[src/rtl/edm_cfg.svh]
`ifndef EDM_CFG_SVH
`define EDM_CFG_SVH

// clock and dead time
`define EDM_TICKS_PER_US 100 // 100 MHz tick
`define EDM_DEAD_TIME 10 // ticks between opposite switches of one leg

// breakdown wait and protection
`define EDM_WAIT_MAX 5000 // longest gap bias before giving up
`define EDM_CUR_LIMIT 76 // overcurrent trip level
`define EDM_BD_CUR 10 // gap current needed for breakdown
`define EDM_BD_VOL 40 // gap voltage must drop to this or below
`define EDM_BD_TIME 10 // consecutive qualifying samples

// open-loop buck profile
`define EDM_BUCK_PERIOD 400 // 4 us switching period
`define EDM_RISE_CHARGE 120 // charge ticks while current builds up
`define EDM_STAND_CHARGE 80 // charge ticks once current stands
`define EDM_RISE_CYCLES 3 // periods run at the rise charge time

`endif

[src/rtl/edm_pkg.sv]
package edm_pkg;

	typedef logic signed [15:0] sample_t; // adc reading, current or voltage
	typedef logic [15:0] time_us_t; // ton / toff in microseconds
	typedef logic [31:0] tick_t; // state and filter timers
	typedef logic [15:0] period_t; // position within a buck period
	typedef logic [1:0] leg_t; // {upper gate, lower gate}

	// gate pair encodings
	localparam leg_t LEG_UP = 2'b10; // upper switch conducting
	localparam leg_t LEG_DN = 2'b01; // lower switch conducting
	localparam leg_t LEG_OFF = 2'b00; // both off, dead time

	// pulse cycle: off time, gap bias, discharge
	typedef enum logic [1:0]
	{
		S_DEION,
		S_WAIT_BREAKDOWN,
		S_BUCK,
		S_RES
	} seq_state_t;

endpackage

[src/rtl/discharge_if.sv]
interface discharge_if;

	edm_pkg::seq_state_t state; // sequencer phase
	logic operating; // machine on and no overcurrent
	logic breakdown; // gap has broken down
	edm_pkg::leg_t buck_leg1; // phase 0 gate pair
	edm_pkg::leg_t buck_leg2; // phase 180 gate pair

	modport seq (output state, input operating, input breakdown,
		input buck_leg1, input buck_leg2);

	modport mon (input state, output operating, output breakdown);

	modport buck (input state, output buck_leg1, output buck_leg2);

endinterface

[src/rtl/adc_monitor.sv]
`include "edm_cfg.svh"

module adc_monitor
(
	input logic clk,
	input logic rst_n,
	input logic machine_on,
	input edm_pkg::sample_t sample_current,
	input edm_pkg::sample_t sample_voltage,
	discharge_if.mon bus,
	output logic is_operation,
	output logic is_breakdown
);

	edm_pkg::sample_t cur_q; // registered gap current
	edm_pkg::sample_t vol_q; // registered gap voltage
	edm_pkg::tick_t bd_cnt; // consecutive qualifying samples
	logic overcurrent;
	logic bd_qual;
	logic waiting;

	always_ff @(posedge clk)
	begin
		cur_q <= sample_current;
		vol_q <= sample_voltage;
	end

	assign overcurrent = cur_q > `EDM_CUR_LIMIT; // trips on the registered sample
	assign bd_qual = (cur_q >= `EDM_BD_CUR) && (vol_q <= `EDM_BD_VOL); // current flows, voltage collapsed
	assign waiting = bus.state == edm_pkg::S_WAIT_BREAKDOWN;

	always_ff @(posedge clk or negedge rst_n)
	begin
		if (!rst_n)
			is_operation <= 1'b0;
		else
			is_operation <= machine_on && !overcurrent; // two cycles after the sample
	end

	// filter only counts while the gap is biased; a failing sample restarts it
	always_ff @(posedge clk or negedge rst_n)
	begin
		if (!rst_n)
		begin
			bd_cnt <= '0;
			is_breakdown <= 1'b0;
		end
		else if (!waiting)
		begin
			bd_cnt <= '0; // clears one cycle after leaving the wait
			is_breakdown <= 1'b0;
		end
		else if (!bd_qual)
			bd_cnt <= '0;
		else if (bd_cnt >= `EDM_BD_TIME - 1)
			is_breakdown <= 1'b1; // held until the wait ends
		else
			bd_cnt <= bd_cnt + 1'b1;
	end

	assign bus.operating = is_operation;
	assign bus.breakdown = is_breakdown;

endmodule

[src/rtl/pulse_sequencer.sv]
`include "edm_cfg.svh"

module pulse_sequencer
(
	input logic clk,
	input logic rst_n,
	input logic res_mode,
	input edm_pkg::time_us_t ton_us,
	input edm_pkg::time_us_t toff_us,
	discharge_if.seq bus,
	output edm_pkg::leg_t mosfet_buck1,
	output edm_pkg::leg_t mosfet_buck2,
	output edm_pkg::leg_t mosfet_res1,
	output edm_pkg::leg_t mosfet_res2,
	output logic mosfet_deion
);

	edm_pkg::seq_state_t state_q;
	edm_pkg::seq_state_t state_d;
	edm_pkg::tick_t timer; // ticks spent in the current state
	edm_pkg::tick_t ton_ticks;
	edm_pkg::tick_t toff_ticks;
	logic head_win; // first dead-time window of the off time
	logic tail_win; // last dead-time window before the gap bias

	// an upper switch that is on must pass through off
	function automatic edm_pkg::leg_t quench(input edm_pkg::leg_t leg);
		if (leg == edm_pkg::LEG_UP)
			return edm_pkg::LEG_OFF;
		return leg;
	endfunction

	always_ff @(posedge clk or negedge rst_n)
	begin
		if (!rst_n)
		begin
			ton_ticks <= '0;
			toff_ticks <= '0;
		end
		else
		begin
			ton_ticks <= edm_pkg::tick_t'(ton_us) * `EDM_TICKS_PER_US;
			toff_ticks <= edm_pkg::tick_t'(toff_us) * `EDM_TICKS_PER_US;
		end
	end

	always_comb
	begin
		state_d = state_q;
		case (state_q)
			edm_pkg::S_DEION:
				if (timer + 1'b1 >= toff_ticks && bus.operating)
					state_d = edm_pkg::S_WAIT_BREAKDOWN;
			edm_pkg::S_WAIT_BREAKDOWN:
				if (bus.breakdown && bus.operating)
					state_d = res_mode ? edm_pkg::S_RES : edm_pkg::S_BUCK;
				else if (timer + 1'b1 >= `EDM_WAIT_MAX || !bus.operating)
					state_d = edm_pkg::S_DEION; // no breakdown so start over
			edm_pkg::S_BUCK:
				if (timer + 1'b1 >= ton_ticks)
					state_d = edm_pkg::S_DEION; // buck runs out its ton even on overcurrent
			edm_pkg::S_RES:
				if (timer + 1'b1 >= ton_ticks || !bus.operating)
					state_d = edm_pkg::S_DEION;
			default:
				state_d = edm_pkg::S_DEION;
		endcase
	end

	always_ff @(posedge clk or negedge rst_n)
	begin
		if (!rst_n)
		begin
			state_q <= edm_pkg::S_DEION;
			timer <= '0;
		end
		else
		begin
			state_q <= state_d;
			timer <= (state_d != state_q) ? '0 : timer + 1'b1; // restart on every change
		end
	end

	assign head_win = timer < `EDM_DEAD_TIME;
	assign tail_win = timer + `EDM_DEAD_TIME >= toff_ticks; // also holds while off time is extended

	always_ff @(posedge clk or negedge rst_n)
	begin
		if (!rst_n)
		begin
			mosfet_buck1 <= edm_pkg::LEG_OFF;
			mosfet_buck2 <= edm_pkg::LEG_OFF;
			mosfet_res1 <= edm_pkg::LEG_OFF;
			mosfet_res2 <= edm_pkg::LEG_OFF;
			mosfet_deion <= 1'b0;
		end
		else
		begin
			case (state_q)
				edm_pkg::S_DEION:
				begin
					if (head_win)
					begin
						// res1 may still be biased from the wait or discharge
						mosfet_buck1 <= quench(mosfet_buck1);
						mosfet_buck2 <= quench(mosfet_buck2);
						mosfet_res1 <= quench(mosfet_res1);
						mosfet_res2 <= quench(mosfet_res2);
						mosfet_deion <= 1'b0;
					end
					else if (tail_win)
					begin
						mosfet_buck1 <= edm_pkg::LEG_OFF; // open all before the bias
						mosfet_buck2 <= edm_pkg::LEG_OFF;
						mosfet_res1 <= edm_pkg::LEG_OFF;
						mosfet_res2 <= edm_pkg::LEG_OFF;
						mosfet_deion <= 1'b0;
					end
					else
					begin
						mosfet_buck1 <= edm_pkg::LEG_DN; // freewheel low side
						mosfet_buck2 <= edm_pkg::LEG_DN;
						mosfet_res1 <= edm_pkg::LEG_DN;
						mosfet_res2 <= edm_pkg::LEG_DN;
						mosfet_deion <= 1'b1; // clamp the gap
					end
				end
				edm_pkg::S_BUCK:
				begin
					mosfet_buck1 <= bus.buck_leg1;
					mosfet_buck2 <= bus.buck_leg2;
					mosfet_res1 <= edm_pkg::LEG_OFF;
					mosfet_res2 <= edm_pkg::LEG_OFF;
					mosfet_deion <= 1'b0;
				end
				default:
				begin
					// wait and resistor discharge both drive the gap through res1
					mosfet_buck1 <= edm_pkg::LEG_OFF;
					mosfet_buck2 <= edm_pkg::LEG_OFF;
					mosfet_res1 <= edm_pkg::LEG_UP;
					mosfet_res2 <= edm_pkg::LEG_OFF;
					mosfet_deion <= 1'b0;
				end
			endcase
		end
	end

	assign bus.state = state_q;

endmodule

[src/rtl/buck_interleave.sv]
`include "edm_cfg.svh"

module buck_interleave
(
	input logic clk,
	input logic rst_n,
	discharge_if.buck bus
);

	edm_pkg::period_t cnt0; // phase 0 position in period
	edm_pkg::period_t cnt180; // phase 180 position in period
	edm_pkg::period_t done0; // completed phase 0 periods, saturating
	edm_pkg::period_t done180;
	logic run180; // phase 180 has started
	logic in_buck;

	// rise charge for the first periods, standing charge after
	function automatic edm_pkg::period_t charge_of(input edm_pkg::period_t done);
		if (done < `EDM_RISE_CYCLES)
			return edm_pkg::period_t'(`EDM_RISE_CHARGE);
		return edm_pkg::period_t'(`EDM_STAND_CHARGE);
	endfunction

	// off, charge, off, discharge within one period
	function automatic edm_pkg::leg_t leg_of(input edm_pkg::period_t cnt,
		input edm_pkg::period_t charge);
		if (cnt < `EDM_DEAD_TIME)
			return edm_pkg::LEG_OFF; // low side released
		if (cnt < `EDM_DEAD_TIME + charge)
			return edm_pkg::LEG_UP; // inductor charging
		if (cnt < 2 * `EDM_DEAD_TIME + charge)
			return edm_pkg::LEG_OFF; // high side released
		return edm_pkg::LEG_DN; // inductor discharging into the gap
	endfunction

	assign in_buck = bus.state == edm_pkg::S_BUCK;

	always_ff @(posedge clk or negedge rst_n)
	begin
		if (!rst_n)
		begin
			cnt0 <= '0;
			cnt180 <= '0;
			done0 <= '0;
			done180 <= '0;
			run180 <= 1'b0;
		end
		else if (!in_buck)
		begin
			cnt0 <= '0;
			cnt180 <= '0;
			done0 <= '0;
			done180 <= '0;
			run180 <= 1'b0;
		end
		else
		begin
			if (cnt0 == `EDM_BUCK_PERIOD - 1)
			begin
				cnt0 <= '0;
				if (done0 < `EDM_RISE_CYCLES)
					done0 <= done0 + 1'b1;
			end
			else
				cnt0 <= cnt0 + 1'b1;

			if (!run180)
				run180 <= cnt0 == `EDM_BUCK_PERIOD / 2 - 1; // starts at half period
			else if (cnt180 == `EDM_BUCK_PERIOD - 1)
			begin
				cnt180 <= '0;
				if (done180 < `EDM_RISE_CYCLES)
					done180 <= done180 + 1'b1;
			end
			else
				cnt180 <= cnt180 + 1'b1;
		end
	end

	assign bus.buck_leg1 = leg_of(cnt0, charge_of(done0));
	assign bus.buck_leg2 = run180 ? leg_of(cnt180, charge_of(done180)) : edm_pkg::LEG_OFF;

endmodule

[src/rtl/edm_pulse_top.sv]
module edm_pulse_top
(
	input logic clk,
	input logic rst_n,

	// operator settings
	input logic machine_on,
	input logic res_mode, // 1 resistor discharge, 0 buck
	input edm_pkg::time_us_t ton_us,
	input edm_pkg::time_us_t toff_us,

	// adc
	input edm_pkg::sample_t sample_current,
	input edm_pkg::sample_t sample_voltage,

	// gate drive
	output edm_pkg::leg_t mosfet_buck1,
	output edm_pkg::leg_t mosfet_buck2,
	output edm_pkg::leg_t mosfet_res1,
	output edm_pkg::leg_t mosfet_res2,
	output logic mosfet_deion,

	// indicators
	output logic is_operation,
	output logic is_breakdown
);

	discharge_if bus_i ();

	adc_monitor mon_i
	(
		.clk (clk),
		.rst_n (rst_n),
		.machine_on (machine_on),
		.sample_current (sample_current),
		.sample_voltage (sample_voltage),
		.bus (bus_i.mon),
		.is_operation (is_operation),
		.is_breakdown (is_breakdown)
	);

	pulse_sequencer seq_i
	(
		.clk (clk),
		.rst_n (rst_n),
		.res_mode (res_mode),
		.ton_us (ton_us),
		.toff_us (toff_us),
		.bus (bus_i.seq),
		.mosfet_buck1 (mosfet_buck1),
		.mosfet_buck2 (mosfet_buck2),
		.mosfet_res1 (mosfet_res1),
		.mosfet_res2 (mosfet_res2),
		.mosfet_deion (mosfet_deion)
	);

	buck_interleave buck_i
	(
		.clk (clk),
		.rst_n (rst_n),
		.bus (bus_i.buck)
	);

endmodule

[config.mk]
export PLATFORM = sky130hd
export DESIGN_NAME = edm_pulse_top
export DESIGN_NICKNAME = d
export VERILOG_FILES = /design/src/rtl/edm_pkg.sv /design/src/rtl/discharge_if.sv /design/src/rtl/adc_monitor.sv /design/src/rtl/pulse_sequencer.sv /design/src/rtl/buck_interleave.sv /design/src/rtl/edm_pulse_top.sv
export VERILOG_INCLUDE_DIRS = /design/src /design/src/rtl
export SDC_FILE = /design/constraint.sdc
export NUM_CORES = 1
export LEC_CHECK = 0
export BUFFER_PORTS_ARGS = -buffer_cell sky130_fd_sc_hd__buf_2
export CORE_MARGIN = 2
export CORE_UTILIZATION = 60
export CTS_BUF_LIST = sky130_fd_sc_hd__clkbuf_4 sky130_fd_sc_hd__clkbuf_8
export CTS_CLUSTER_SIZE = 12
export DETAILED_ROUTE_END_ITERATION = 8
export HOLD_SLACK_MARGIN = 0.06
export PLACE_DENSITY = 0.77
export SYNTH_ARGS = -nofsm -noshare
export SYNTH_HDL_FRONTEND = slang
export SYNTH_SLANG_ARGS = --single-unit
[constraint.sdc]
create_clock -name clk -period 10.95 [get_ports clk]
set_input_delay 1.095 -clock clk [delete_from_list [all_inputs] [get_ports clk]]
set_output_delay 1.095 -clock clk [all_outputs]
set_load 0.05 [all_outputs]
==> metrics.cfg <==
[worst_setup_path]
start_kind = flop
crit_path_end_kind = flop
path_class = reg2reg
cp_max_fo = 33
critical_path_required_ns = 11.35
regToRegSetupSlack_ns = 5.76
arrival_ns = 5.58

[layout]
seqCellArea_mm2 = 0.005220
syn_to_final_growth_pct = 9.914
diodes = 0
multi_input_area_mm2 = 0.008158
stdcell_area_mm2 = 0.01561
drive_gt1_share_pct = 10.80
fillers = 1915
final_nets = 1878

[logic_synthesis]
synthArstFlopShare_pct = 85.12
synth_area_leaders = dfrtp_1 (32%), ha_1 (17%), xnor2_1 (4.7%)
synth_cell_type_count = 73
synth.avg_cell_area_um2 = 9.360
synth_flop_cell = dfrtp_1
synthCells = 1517
synth_commonest_cells = ha_1 (191), dfrtp_1 (183), inv_1 (169)
synthesis.nets = 1798
synth_edf_count = 0
netlist_area_mm2 = 0.01420
yosys.area.top_type = dfrtp_1
synth.yosys.warnings = 0
yosysMostFrequentCell = ha_1
synth-seq-cells = 215
synth_top_area_share_pct = 32.25
ys_seq_area_share_pct = 36.76

[clock_network]
ctsResizeCount = 0
cts.path.max_buffers = 3
cts_buffers = 37
cts_setup_buffers = 0
cts_tree = done
clock_latency_ns = 0.55
ctsHoldBuffers = 0
clkTransAtPathRegs_ns = 0.05
clock_sinks = 215
cts-root-buf = clkbuf_8
htree_num_levels = 2

[detailed_routing]
wl_um = 29410
drt-vias-per-instance = 5.634
drc = 0
wire_per_inst_um = 15.17
firstDrtPassIters = 5
drt_iter0_drc = 685
num_vias = 10930
final_antenna_net_count = 0

[placed_design]
numPortBuffers = 77
dpl-instance-area_mm2 = 0.01486
dp_hpwl_um = 22340
preCtsSetupSlack_ns = 5.934
gp_congestion = 0.9558

[floorplanning]
start_util_pct = 60.85
die_w_um = 157.8
die_area_mm2 = 0.02491
io_pins = 79
die_y_um = 157.8
coreArea_mm2 = 0.02333
std_cell_rows = 56

[sta]
fin_ws_ns = 5.764
fin_crit_sh_pct = 47.36
fin_skew_ns = 0.02014
fin_setup_tns_ns = 0
clock.fmax_mhz = 192.8
slew_headroom_pct = 20.48
period_needed_ns = 5.186
worstMarginPinSlew_ns = 1.163
hold_violations = 0
rsz0062_at_grt = no
slew_viol_final = 0
setup_violations = 0
worst_hold_slack_ns = 0.4697

[outcome]
status = complete, no violations

[global_routing]
grt_pass1_wl_um = 49680
grt_util_all_layers_pct = 24.27
first_global_vias = 10770
gr-total-overflow = 0
grt_max_degree = 100
antenna_found_initial = 0

[power_and_ir_drop]
total_leakage_power_nw = 7.867
max-vdd-ir-drop_uv = 128.1
powerDensity_mw_per_mm2 = 140.8

[hold_path]
hold_class = reg2reg

[run]
max-cap-violations = 0

==> final timing paths <==
path,start,endpoint,cells past startpoint
max,seq_i.timer[3],seq_i.timer[2],14
min reg2reg,buck_i.cnt0[0],buck_i.cnt0[0],1
min,buck_i.cnt0[0],buck_i.cnt0[0],1
max in group asynchronous,rst_n,seq_i.ton_ticks[5],2
max reg2reg,seq_i.timer[3],seq_i.timer[2],14
min in group asynchronous,rst_n,buck_i.cnt180[3],1
==> kinds of logic after synthesis <==
group | count (synthesis) | share of synthesized area (%)
flops | 215 | 36.76
buf+inv | 212 | 5.966
mux | 6 | 0.4318
other cells | 1 | 0.02641
xor+xnor | 110 | 6.882
simple gates | 543 | 19.98
fa+ha+maj | 213 | 19.93
compound gates | 217 | 10.02
==> metal layers <==
metal  track usage [%]  wire (um)  up-vias  part of all wire, %
met5                 0          0        -                    0
met4             7.576        741        0                  2.5
met3             3.477       1141       60                  3.9
met2             41.68      14270      203                   49
met1             31.78      13260     5223                   45
li1                  -          -     5439                    -
==> placed cells by master (no fill, tap or decap), types with 22 or more instances in the layout <==
master / Yosys / final
buf_2: 23 / 76
xnor2_1: 76 / 76
nand2_1: 108 / 108
nand3_1: 39 / 39
xor2_1: 33 / 33
ha_1: 191 / 191
dfrtp_1: 183 / 183
o21ai_0: 45 / 45
and2_1: 46 / 46
and3_1: 29 / 29
clkbuf_8: 0 / 45
fa_1: 22 / 22
nand4_1: 40 / 40
dfxtp_1: 32 / 32
nor3_1: 53 / 53
a21oi_1: 62 / 61
nor2_1: 116 / 116
inv_1: 169 / 169
nor4_1: 31 / 30
==> cell type report <==
cell class                      instances  area share, %
Inverter                              169          4.065
Clock buffer                           55          4.450
Multi-Input combinational cell       1090          52.27
Sequential cell                       215          33.45
Tap cell                              319          2.558
Clock inverter                          7         0.3608
Timing Repair Buffer                   84          2.846
==> critical path: stages (launching register included) <==
cell and delay [ns]:
dfrtp_1 0.55, nand3_1 0.34, nor2_1 0.79, and3_1 0.29, xor2_1 0.44, ha_1 0.22, nand4_1 0.07, or2_2 0.29
nor3_1 0.21, a2111oi_0 0.11, a2111oi_0 1.04, o311ai_4 0.14, buf_4 0.28, or2b_1 0.20, nor3_1 0.04
==> where the power goes <==
group / internal (mW) / switching [mW] / leakage, nW
clock: 0.408 / 0.322 / 0.403
sequential: 0.864 / 0.0318 / 2.70
combinational: 0.248 / 0.323 / 4.77
total: 1.52 / 0.677 / 7.87
==> stage by stage <==
| stage | instances | total power, mW | util (%) |
|---|---|---|---|
| 6_report | 1939 | 2.197 | 66.89 |
| 5_1_grt | 1939 | 2.354 | 66.89 |
| 4_1_cts | 1939 | 2.225 | 66.89 |
| 3_5_place_dp | 1877 | 1.484 | 63.67 |
| 3_3_place_gp | 1877 | 1.460 | 63.67 |
| 2_1_floorplan | 1517 | 1.339 | - |
==> flip-flops by register name, summed over array words and instances, names as in the netlist, 2 cells and up <==
name / count
mon_i.cur_q: 16
seq_i.mosfet_buck1: 2
buck_i.cnt180: 16
seq_i.timer: 32
seq_i.toff_ticks: 21
seq_i.bus.state: 2
buck_i.done180: 16
seq_i.ton_ticks: 21
seq_i.mosfet_buck2: 2
mon_i.bd_cnt: 32
buck_i.cnt0: 16
mon_i.vol_q: 16
seq_i.mosfet_res1: 2
buck_i.done0: 16
Power figures use the tool's default switching activity.
